$ cat config.mk
export PLATFORM = sky130hd
export DESIGN_NAME = audioSubsystem
export DESIGN_NICKNAME = d
export VERILOG_FILES = /design/src/rtl/audio_pkg.sv /design/src/rtl/audioSubsystem.sv /design/src/rtl/i2sTransmitter.sv /design/src/rtl/stereoMixer.sv /design/src/rtl/sampleFetcher.sv /design/src/rtl/audioRegisterBank.sv
export VERILOG_INCLUDE_DIRS = /design/src /design/src/rtl
export SDC_FILE = /design/constraint.sdc
export NUM_CORES = 2
export LEC_CHECK = 0
export BUFFER_PORTS_ARGS = -buffer_cell sky130_fd_sc_hd__buf_2
export CAP_MARGIN = 10
export CORE_UTILIZATION = 35
export DETAILED_ROUTE_END_ITERATION = 10
export SLEW_MARGIN = 20
export SYNTH_ARGS = -nofsm -noshare
export SYNTH_HDL_FRONTEND = slang
export SYNTH_SLANG_ARGS = --single-unit
$ cat constraint.sdc
create_clock -name i_aclk -period 18.5 [get_ports i_aclk]
set_clock_uncertainty 0.05 [all_clocks]
set_input_delay 3.7 -clock i_aclk [delete_from_list [all_inputs] [get_ports i_aclk]]
set_output_delay 3.7 -clock i_aclk [all_outputs]
set_load 0.005 [all_outputs]
$ cat src/rtl/audio_config.svh
// Audio engine build constants for voice count, sample width and bit-clock rate
`ifndef AUDIO_CONFIG_SVH
`define AUDIO_CONFIG_SVH

// Voices mixed per frame
`define AUDIO_NUM_VOICES 8

// Bits per sample and per I2S word
`define AUDIO_SAMPLE_W 16

// aclk cycles per bit-clock half period
// 32 bit clocks per frame gives 256 aclk cycles per frame
`define AUDIO_BCLK_DIV 4

`endif
$ cat src/rtl/audio_pkg.sv
// Shared voice, register and sample types of the audio engine
`include "audio_config.svh"

package audio_pkg;

    // Voice number within the register map
    typedef logic [2:0] voiceIdx_t;

    // Register index inside one voice, paddr[3:2]
    typedef enum logic [1:0] {
        REG_START   = 2'd0,
        REG_LENGTH  = 2'd1,
        REG_CONTROL = 2'd2,
        REG_STATUS  = 2'd3
    } regIdx_t;

    // Play in bit 3, right in bit 0
    typedef struct packed {
        logic play;
        logic loop;
        logic mono;
        logic right;
    } voiceCtrl_t;

    typedef logic signed [`AUDIO_SAMPLE_W-1:0] sample_t;

endpackage

$ cat src/rtl/audioSubsystem.sv
// Eight-voice sample playback engine with APB control, AXI-Lite reads and I2S output
`include "audio_config.svh"

module audioSubsystem (
    input  logic                          i_aclk,
    input  logic                          i_aresetn,
    input  logic [7:0]                    i_paddr,
    input  logic                          i_psel,
    input  logic                          i_penable,
    input  logic                          i_pwrite,
    input  logic [31:0]                   i_pwdata,
    output logic [31:0]                   o_prdata,
    output logic                          o_pready,
    output logic                          o_pslverr,
    output logic [31:0]                   o_araddr,
    output logic                          o_arvalid,
    input  logic                          i_arready,
    input  logic [`AUDIO_SAMPLE_W-1:0]    i_rdata,
    input  logic                          i_rvalid,
    output logic                          o_rready,
    output logic                          o_bclk,
    output logic                          o_lrclk,
    output logic                          o_sdata
);

    localparam int numVoices = `AUDIO_NUM_VOICES;
    localparam int sampleW   = `AUDIO_SAMPLE_W;

    logic [numVoices*32-1:0]      voiceStart;
    logic [numVoices*16-1:0]      voiceLength;
    logic [numVoices*4-1:0]       voiceCtrl;
    logic [numVoices-1:0]         voiceStop;
    logic [numVoices*16-1:0]      voicePos;
    logic [numVoices*sampleW-1:0] samples;
    audio_pkg::sample_t           mixLeft;
    audio_pkg::sample_t           mixRight;
    logic                         frameStrobe;

    audioRegisterBank u_regBank (
        .i_aclk        (i_aclk),
        .i_aresetn     (i_aresetn),
        .i_paddr       (i_paddr),
        .i_psel        (i_psel),
        .i_penable     (i_penable),
        .i_pwrite      (i_pwrite),
        .i_pwdata      (i_pwdata),
        .o_prdata      (o_prdata),
        .o_pready      (o_pready),
        .o_pslverr     (o_pslverr),
        .i_voiceStop   (voiceStop),
        .i_voicePos    (voicePos),
        .o_voiceStart  (voiceStart),
        .o_voiceLength (voiceLength),
        .o_voiceCtrl   (voiceCtrl)
    );

    sampleFetcher u_fetcher (
        .i_aclk        (i_aclk),
        .i_aresetn     (i_aresetn),
        .i_frameStrobe (frameStrobe),
        .i_voiceStart  (voiceStart),
        .i_voiceLength (voiceLength),
        .i_voiceCtrl   (voiceCtrl),
        .o_voiceStop   (voiceStop),
        .o_voicePos    (voicePos),
        .o_araddr      (o_araddr),
        .o_arvalid     (o_arvalid),
        .i_arready     (i_arready),
        .i_rdata       (i_rdata),
        .i_rvalid      (i_rvalid),
        .o_rready      (o_rready),
        .o_samples     (samples)
    );

    stereoMixer u_mixer (
        .i_aclk      (i_aclk),
        .i_aresetn   (i_aresetn),
        .i_samples   (samples),
        .i_voiceCtrl (voiceCtrl),
        .o_left      (mixLeft),
        .o_right     (mixRight)
    );

    i2sTransmitter u_i2s (
        .i_aclk        (i_aclk),
        .i_aresetn     (i_aresetn),
        .i_left        (mixLeft),
        .i_right       (mixRight),
        .o_frameStrobe (frameStrobe),
        .o_bclk        (o_bclk),
        .o_lrclk       (o_lrclk),
        .o_sdata       (o_sdata)
    );

endmodule

$ cat src/rtl/i2sTransmitter.sv
// I2S serializer deriving bit clock, word select and frame strobe from aclk
`include "audio_config.svh"

module i2sTransmitter (
    input  logic               i_aclk,
    input  logic               i_aresetn,
    input  audio_pkg::sample_t i_left,
    input  audio_pkg::sample_t i_right,
    output logic               o_frameStrobe,
    output logic               o_bclk,
    output logic               o_lrclk,
    output logic               o_sdata
);

    localparam int sampleW = `AUDIO_SAMPLE_W;
    localparam int div     = `AUDIO_BCLK_DIV;
    localparam int divW    = $clog2(div + 1);
    localparam int bitW    = $clog2(2 * sampleW);

    logic [divW-1:0]      divCnt;
    logic [bitW-1:0]      bitCnt;
    logic [bitW-1:0]      nextBit;
    logic [2*sampleW-1:0] shiftReg;
    logic                 divWrap;
    logic                 bclkFall;
    logic                 frameStart;

    assign divWrap    = (divCnt == divW'(div - 1));
    assign bclkFall   = divWrap & o_bclk;           // Data and word select move here
    assign nextBit    = bitCnt + 1'b1;
    assign frameStart = bclkFall & (nextBit == '0);

    always_ff @(posedge i_aclk) begin
        if (!i_aresetn) begin
            divCnt        <= '0;
            o_bclk        <= 1'b0;
            bitCnt        <= '1;    // Last right bit, so the first fall opens a frame
            o_lrclk       <= 1'b0;
            o_frameStrobe <= 1'b0;
        end else begin
            o_frameStrobe <= frameStart;
            divCnt        <= divWrap ? '0 : divCnt + 1'b1;
            if (divWrap) begin
                o_bclk <= ~o_bclk;
            end
            if (bclkFall) begin
                bitCnt  <= nextBit;
                o_lrclk <= nextBit[bitW-1];     // Low for left, high for right
            end
        end
    end

    // Left-justified, MSB leaves together with the word-select edge
    always_ff @(posedge i_aclk) begin
        if (!i_aresetn) begin
            o_sdata <= 1'b0;
        end else if (frameStart) begin
            o_sdata <= i_left[sampleW-1];
        end else if (bclkFall) begin
            o_sdata <= shiftReg[2*sampleW-1];
        end
    end

    always_ff @(posedge i_aclk) begin
        if (frameStart) begin
            shiftReg <= {i_left[sampleW-2:0], i_right, 1'b0};
        end else if (bclkFall) begin
            shiftReg <= {shiftReg[2*sampleW-2:0], 1'b0};
        end
    end

endmodule

$ cat src/rtl/stereoMixer.sv
// Pans the voice samples to left and right, sums and saturates into a registered pair
`include "audio_config.svh"

module stereoMixer (
    input  logic                                          i_aclk,
    input  logic                                          i_aresetn,
    input  logic [`AUDIO_NUM_VOICES*`AUDIO_SAMPLE_W-1:0]  i_samples,
    input  logic [`AUDIO_NUM_VOICES*4-1:0]                i_voiceCtrl,
    output audio_pkg::sample_t                            o_left,
    output audio_pkg::sample_t                            o_right
);

    localparam int numVoices = `AUDIO_NUM_VOICES;
    localparam int sampleW   = `AUDIO_SAMPLE_W;
    localparam int sumW      = sampleW + 3;    // Headroom for eight voices

    localparam logic signed [sumW-1:0] maxVal = (1 <<< (sampleW - 1)) - 1;
    localparam logic signed [sumW-1:0] minVal = -(1 <<< (sampleW - 1));

    // Mono voices feed both sides
    function automatic logic signed [sumW-1:0] sideSum(
        input logic [numVoices*sampleW-1:0] samples,
        input logic [numVoices*4-1:0]       ctrlBits,
        input logic                         rightSide
    );
        logic signed [sumW-1:0] acc;
        audio_pkg::voiceCtrl_t  ctrl;
        acc = '0;
        for (int v = 0; v < numVoices; v++) begin
            ctrl = audio_pkg::voiceCtrl_t'(ctrlBits[v*4 +: 4]);
            if (ctrl.mono || (ctrl.right == rightSide)) begin
                acc = acc + audio_pkg::sample_t'(samples[v*sampleW +: sampleW]);
            end
        end
        return acc;
    endfunction

    function automatic audio_pkg::sample_t saturate(input logic signed [sumW-1:0] sum);
        if (sum > maxVal) begin
            return {1'b0, {(sampleW - 1){1'b1}}};
        end else if (sum < minVal) begin
            return {1'b1, {(sampleW - 1){1'b0}}};
        end
        return sum[sampleW-1:0];
    endfunction

    always_ff @(posedge i_aclk) begin
        if (!i_aresetn) begin
            o_left  <= '0;
            o_right <= '0;
        end else begin
            o_left  <= saturate(sideSum(i_samples, i_voiceCtrl, 1'b0));
            o_right <= saturate(sideSum(i_samples, i_voiceCtrl, 1'b1));
        end
    end

endmodule

$ cat src/rtl/sampleFetcher.sv
// AXI-Lite read engine fetching one sample per playing voice at each frame start
`include "audio_config.svh"

module sampleFetcher (
    input  logic                                             i_aclk,
    input  logic                                             i_aresetn,
    input  logic                                             i_frameStrobe,
    input  logic [`AUDIO_NUM_VOICES*32-1:0]                  i_voiceStart,
    input  logic [`AUDIO_NUM_VOICES*16-1:0]                  i_voiceLength,
    input  logic [`AUDIO_NUM_VOICES*4-1:0]                   i_voiceCtrl,
    output logic [`AUDIO_NUM_VOICES-1:0]                     o_voiceStop,
    output logic [`AUDIO_NUM_VOICES*16-1:0]                  o_voicePos,
    output logic [31:0]                                      o_araddr,
    output logic                                             o_arvalid,
    input  logic                                             i_arready,
    input  logic [`AUDIO_SAMPLE_W-1:0]                       i_rdata,
    input  logic                                             i_rvalid,
    output logic                                             o_rready,
    output logic [`AUDIO_NUM_VOICES*`AUDIO_SAMPLE_W-1:0]     o_samples
);

    localparam int numVoices = `AUDIO_NUM_VOICES;
    localparam int sampleW   = `AUDIO_SAMPLE_W;

    typedef enum logic [1:0] {
        ST_IDLE,
        ST_ADDR,
        ST_DATA,
        ST_ADVANCE
    } fetchState_t;

    fetchState_t           state;
    audio_pkg::voiceIdx_t  curVoice;
    logic [15:0]           posReg    [numVoices];
    audio_pkg::sample_t    sampleReg [numVoices];

    audio_pkg::voiceCtrl_t curCtrl;
    logic [31:0]           curStart;
    logic [15:0]           curLength;
    logic [15:0]           curPos;
    logic [15:0]           nextPos;
    logic                  lastVoice;

    assign curCtrl   = audio_pkg::voiceCtrl_t'(i_voiceCtrl[curVoice*4 +: 4]);
    assign curStart  = i_voiceStart[curVoice*32 +: 32];
    assign curLength = i_voiceLength[curVoice*16 +: 16];
    assign curPos    = posReg[curVoice];
    assign nextPos   = curPos + 16'd1;
    assign lastVoice = (curVoice == audio_pkg::voiceIdx_t'(numVoices - 1));

    always_ff @(posedge i_aclk) begin
        if (!i_aresetn) begin
            state       <= ST_IDLE;
            curVoice    <= '0;
            o_arvalid   <= 1'b0;
            o_rready    <= 1'b0;
            o_voiceStop <= '0;
            for (int v = 0; v < numVoices; v++) begin
                posReg[v]    <= '0;
                sampleReg[v] <= '0;
            end
        end else begin
            o_voiceStop <= '0;
            case (state)
                ST_IDLE: begin
                    if (i_frameStrobe) begin
                        curVoice <= '0;
                        state    <= ST_ADDR;
                    end
                end
                ST_ADDR: begin
                    if (o_arvalid) begin
                        if (i_arready) begin
                            o_arvalid <= 1'b0;
                            o_rready  <= 1'b1;
                            state     <= ST_DATA;
                        end
                    end else if (curCtrl.play) begin
                        o_arvalid <= 1'b1;
                    end else begin
                        sampleReg[curVoice] <= '0;   // Silent voice, skip it
                        if (lastVoice) begin
                            state <= ST_IDLE;
                        end else begin
                            curVoice <= curVoice + 1'b1;
                        end
                    end
                end
                ST_DATA: begin
                    if (i_rvalid) begin
                        o_rready            <= 1'b0;
                        sampleReg[curVoice] <= i_rdata;
                        state               <= ST_ADVANCE;
                    end
                end
                default: begin
                    if (nextPos >= curLength) begin
                        posReg[curVoice] <= '0;
                        if (!curCtrl.loop) begin
                            o_voiceStop[curVoice] <= 1'b1;
                            sampleReg[curVoice]   <= '0;
                        end
                    end else begin
                        posReg[curVoice] <= nextPos;
                    end
                    if (lastVoice) begin
                        state <= ST_IDLE;
                    end else begin
                        curVoice <= curVoice + 1'b1;
                        state    <= ST_ADDR;
                    end
                end
            endcase
        end
    end

    // Byte address of a 16-bit sample, held until arready
    always_ff @(posedge i_aclk) begin
        if (state == ST_ADDR && !o_arvalid) begin
            o_araddr <= curStart + {15'd0, curPos, 1'b0};
        end
    end

    always_comb begin
        for (int v = 0; v < numVoices; v++) begin
            o_voicePos[v*16 +: 16]           = posReg[v];
            o_samples[v*sampleW +: sampleW]  = sampleReg[v];
        end
    end

endmodule

$ cat src/rtl/audioRegisterBank.sv
// APB slave holding per-voice start, length and control with status readback
`include "audio_config.svh"

module audioRegisterBank (
    input  logic                              i_aclk,
    input  logic                              i_aresetn,
    input  logic [7:0]                        i_paddr,
    input  logic                              i_psel,
    input  logic                              i_penable,
    input  logic                              i_pwrite,
    input  logic [31:0]                       i_pwdata,
    output logic [31:0]                       o_prdata,
    output logic                              o_pready,
    output logic                              o_pslverr,
    input  logic [`AUDIO_NUM_VOICES-1:0]      i_voiceStop,
    input  logic [`AUDIO_NUM_VOICES*16-1:0]   i_voicePos,
    output logic [`AUDIO_NUM_VOICES*32-1:0]   o_voiceStart,
    output logic [`AUDIO_NUM_VOICES*16-1:0]   o_voiceLength,
    output logic [`AUDIO_NUM_VOICES*4-1:0]    o_voiceCtrl
);

    localparam int numVoices = `AUDIO_NUM_VOICES;

    logic [31:0]           startReg  [numVoices];
    logic [15:0]           lengthReg [numVoices];
    audio_pkg::voiceCtrl_t ctrlReg   [numVoices];

    audio_pkg::voiceIdx_t  voiceSel;
    audio_pkg::regIdx_t    regSel;
    logic                  regValid;
    logic                  accessCycle;
    logic                  writeErr;
    logic [15:0]           posSel;
    logic [31:0]           readData;

    assign voiceSel    = i_paddr[7:5];
    assign regSel      = audio_pkg::regIdx_t'(i_paddr[3:2]);
    assign regValid    = ~i_paddr[4];                       // Indices 4 to 7 unmapped
    assign accessCycle = i_psel & i_penable & ~o_pready;    // First access cycle only
    assign writeErr    = ~regValid | (regSel == audio_pkg::REG_STATUS);
    assign posSel      = i_voicePos[voiceSel*16 +: 16];

    always_comb begin
        readData = '0;
        if (regValid) begin
            case (regSel)
                audio_pkg::REG_START:   readData = startReg[voiceSel];
                audio_pkg::REG_LENGTH:  readData = {16'd0, lengthReg[voiceSel]};
                audio_pkg::REG_CONTROL: readData = {28'd0, ctrlReg[voiceSel]};
                default:                readData = {15'd0, ctrlReg[voiceSel].play, posSel};
            endcase
        end
    end

    // Single wait state, response in the second access cycle
    always_ff @(posedge i_aclk) begin
        if (!i_aresetn) begin
            o_pready  <= 1'b0;
            o_pslverr <= 1'b0;
        end else begin
            o_pready  <= accessCycle;
            o_pslverr <= accessCycle & (i_pwrite ? writeErr : ~regValid);
        end
    end

    always_ff @(posedge i_aclk) begin
        if (accessCycle && !i_pwrite) begin
            o_prdata <= readData;
        end
    end

    always_ff @(posedge i_aclk) begin
        if (!i_aresetn) begin
            for (int v = 0; v < numVoices; v++) begin
                startReg[v]  <= '0;
                lengthReg[v] <= '0;
                ctrlReg[v]   <= '0;
            end
        end else begin
            for (int v = 0; v < numVoices; v++) begin
                if (i_voiceStop[v]) begin
                    ctrlReg[v].play <= 1'b0;    // End of a one-shot voice
                end
            end
            // Later assignment, so a CPU write beats a stop in the same cycle
            if (accessCycle && i_pwrite && !writeErr) begin
                case (regSel)
                    audio_pkg::REG_START:  startReg[voiceSel]  <= {i_pwdata[31:1], 1'b0};
                    audio_pkg::REG_LENGTH: lengthReg[voiceSel] <= i_pwdata[15:0];
                    default:               ctrlReg[voiceSel]   <= audio_pkg::voiceCtrl_t'(i_pwdata[3:0]);
                endcase
            end
        end
    end

    always_comb begin
        for (int v = 0; v < numVoices; v++) begin
            o_voiceStart[v*32 +: 32]  = startReg[v];
            o_voiceLength[v*16 +: 16] = lengthReg[v];
            o_voiceCtrl[v*4 +: 4]     = ctrlReg[v];
        end
    end

endmodule

==> results.ini <==
[synthesis]
synth_cell_type_count = 106
synth_seq_cells = 822
synthCells = 5278
synth-async-reset-ratio_pct = 0
synthesis.area_um2 = 53170
seq_area_frac_synth_pct = 45.22
syn_area_per_cell_um2 = 10.07
synth-main-ff-cell = edfxtp_1
synth_top_cell_by_area = edfxtp_1
synth_nets = 5636
synth_top_area_share_pct = 42.81
synth_top_cells_by_area = edfxtp_1 (43%), ha_1 (6.6%), and2_1 (5.1%), nor2_1 (4.2%), a22oi_1 (4.2%)
synth_edf_count = 758
synth.yosys.warnings = 0

[critical_path]
r2r_slack_ps = 3740
worstSetupStartpointType = register
cp_slowest_stage_delay_ps = 770
rr_endpoint = u_mixer.o_left[1]
worstPathRequired_ps = 18980
endpoint_kind = register
regToRegStartpoint = u_regBank.ctrlReg[0][1]
r2r.worst_path.cells = 60
cpMostUsedCell = ha_1
cp.arrival_ps = 15240
worstSetupPathType = reg2reg
cp_max_fo = 30
slowest_stage = o21ai_1

[clock_network]
clk_latency_ps = 710
path_clk_slew_ps = 60
cts_max_level = 3
cts_buffer_depth = 3
cts_tree = yes
clock-sinks = 822
ctsHoldBuffers = 0
clock-root-buffer = clkbuf_16
cts_setup_buffers = 0
cts_resized = 0
cts_buffers = 93

[floorplanning]
rows = 142
die_x_um = 391.8
coreArea_um2 = 150300
io_pins = 134
die_h_um = 391.8
dieArea_um2 = 153500
start_util_pct = 35.37

[hold_path]
hold_end = u_i2s.divCnt[0]
worstHoldPathType = reg2reg
hp-start = u_i2s.divCnt[0]
min_path_cells = 1

[routing]
drtIter0Drc = 4967
via_per_inst = 5.958
drc = 0
wl_um = 186800
firstDrtPassIters = 6
routedWlPerCell_um = 25.27
ant_nets = 0
vias = 44053

[pwr]
comb_power_share_pct = 39.3
pwr-share-clk_pct = 27.8
p_int_mw = 4.221
switchingPower_mw = 2.406
power.density_nw_per_um2 = 111.9
vdd_drop_max_mv = 0.09093
p_leak_nw = 22.25
seq_power_share_pct = 32.8
swShare_pct = 36.30

[job]
maxCapViolCount = 0

[place]
dpl_cell_area_um2 = 56210
routabilityCongestion = 0.9602
pre_cts_slack_ps = 3991
dp_hpwl_um = 125500
port_buffers = 130
placed_cells = 7223

[cells_and_area]
mostFrequentLayoutCell = edfxtp_1
synthToLayoutAreaGrowth_pct = 11.38
final_cells = 7394
drive_gt1_share_pct = 11.62
final_nets = 5660
final_cell_area_um2 = 59220
final_cell_mix = edfxtp_1 (758), nor2_1 (582), and2_1 (421), nand2_1 (304), a22oi_1 (300)

[grt]
grt_pass1_vias = 42035
grt_overflow = 0
grt_usage_pct = 23.79
grt_pass1_wl_um = 272800
antenna_found_initial = 16
grt_max_degree = 51

[sta]
rsz0062_at_grt = false
relSlewSlack_pct = 23.32
fin_crit_sh_pct = 79.77
slew_violations = 0
hold_violations = 0
fin_setup_tns_ps = 0
finalSetupViolCount = 0
hold_ws_ps = 369.3
max_slew.worst_pin.slew_ps = 1121
finalCriticalPeriod_ps = 14760
fin_ws_ps = 3743
timing.fmax_ghz = 0.06777

[status]
outcome = finished, final reports clean

-- synth_stat cells (81+ instances only) --
cell type and instances:
a21o_1 95, a21oi_1 283, a221oi_1 81, a22oi_1 300
and2_1 430, clkbuf_1 251, edfxtp_1 758, ha_1 280
inv_1 159, mux2_2 86, nand2_1 304, nor2_1 601
o21ai_0 259, xnor2_1 162
-- power by group through the flow --
| stage | Clock [mW] | Combinational, mW | Sequential [mW] |
|---|---|---|---|
| 3_5_place_dp | 0 | 2.56 | 2.21 |
| 4_1_cts | 1.87 | 2.58 | 2.17 |
| 6_report | 1.85 | 2.61 | 2.18 |
| 5_1_grt | 1.94 | 2.87 | 2.18 |
| 2_1_floorplan | 0 | 1.95 | 2.20 |
| 3_3_place_gp | 0 | 2.51 | 2.21 |
-- per-layer routing --
| layer | GRT usage (%) | share of wire [%] | up-vias |
|---|---|---|---|
| li1 | - | - | 19801 |
| met1 | 31.59 | 41 | 21412 |
| met2 | 37.84 | 45 | 2345 |
| met3 | 4.135 | 9.5 | 485 |
| met4 | 10.60 | 4.7 | 10 |
| met5 | 0 | 0.044 | - |
-- logic make-up after synthesis --
family / Yosys count / synth area share, %
mux: 168 / 4.259
flops: 822 / 45.22
xor+xnor: 241 / 4.064
buf+inv: 463 / 3.360
fa+ha+maj: 300 / 7.253
compound gates: 1512 / 19.40
simple gates: 1771 / 16.44
other cells: 1 / 0.007053
-- critical path, delay by kind of cell (launching register included) --
kind                     cells  cell delay, ps
AO/OA/AOI/OAI               24            6520
adder cells (fa/ha/maj)      8            2520
AND/OR/NAND/NOR             13            2260
XOR/XNOR                     8            1640
buffers and inverters        6             730
flip-flops                   1             540
multiplexers                 1             300
-- through the flow --
| step | util [%] | power [mW] |
|---|---|---|
| after floorplan | - | 4.145 |
| after global placement | 37.39 | 4.723 |
| after detailed placement | 37.39 | 4.777 |
| after CTS | 39.38 | 6.625 |
| after global routing | 39.39 | 6.995 |
| final | 39.40 | 6.627 |
-- area by class of cell --
class                   count  area, µm²
diodes                      6      15.01
clock buffers             113       2434
clock inverters            52      545.5
fillers                 14605      91090
inverters                 160      600.6
multi-input cells        3993      27640
flip-flops and latches    822      24050
well taps                2016       2522
repair buffers            232       1419
-- worst max path at each step --
stage / startpoint / end / slack, ps / depth (start not counted)
6_report: u_regBank.ctrlReg[0][1] / u_mixer.o_left[1] / 3740 / 60
3_3_place_gp: u_regBank.ctrlReg[0][1] / u_mixer.o_left[6] / 4000 / 60
4_1_cts: u_regBank.ctrlReg[0][1] / u_mixer.o_left[1] / 3890 / 60
2_1_floorplan: u_regBank.ctrlReg[0][0] / u_mixer.o_left[10] / 6340 / 59
3_5_place_dp: u_regBank.ctrlReg[0][1] / u_mixer.o_left[2] / 3990 / 60
5_1_grt: u_regBank.ctrlReg[0][1] / u_mixer.o_left[5] / 2840 / 61
-- registers in the layout (all words and copies together) (netlist names), 2 cells and up, named ones only --
name                   cells
u_regBank.startReg       248
u_fetcher.state            2
u_regBank.o_prdata        32
u_i2s.shiftReg            31
u_i2s.bitCnt               5
u_mixer.o_left            16
u_regBank.ctrlReg         32
u_fetcher.posReg         128
u_fetcher.sampleReg      128
u_fetcher.curVoice         3
u_i2s.divCnt               3
u_regBank.lengthReg      128
u_mixer.o_right           16
u_fetcher.o_voiceStop      8
u_fetcher.o_araddr        31
(Power assumes the default switching activity.)
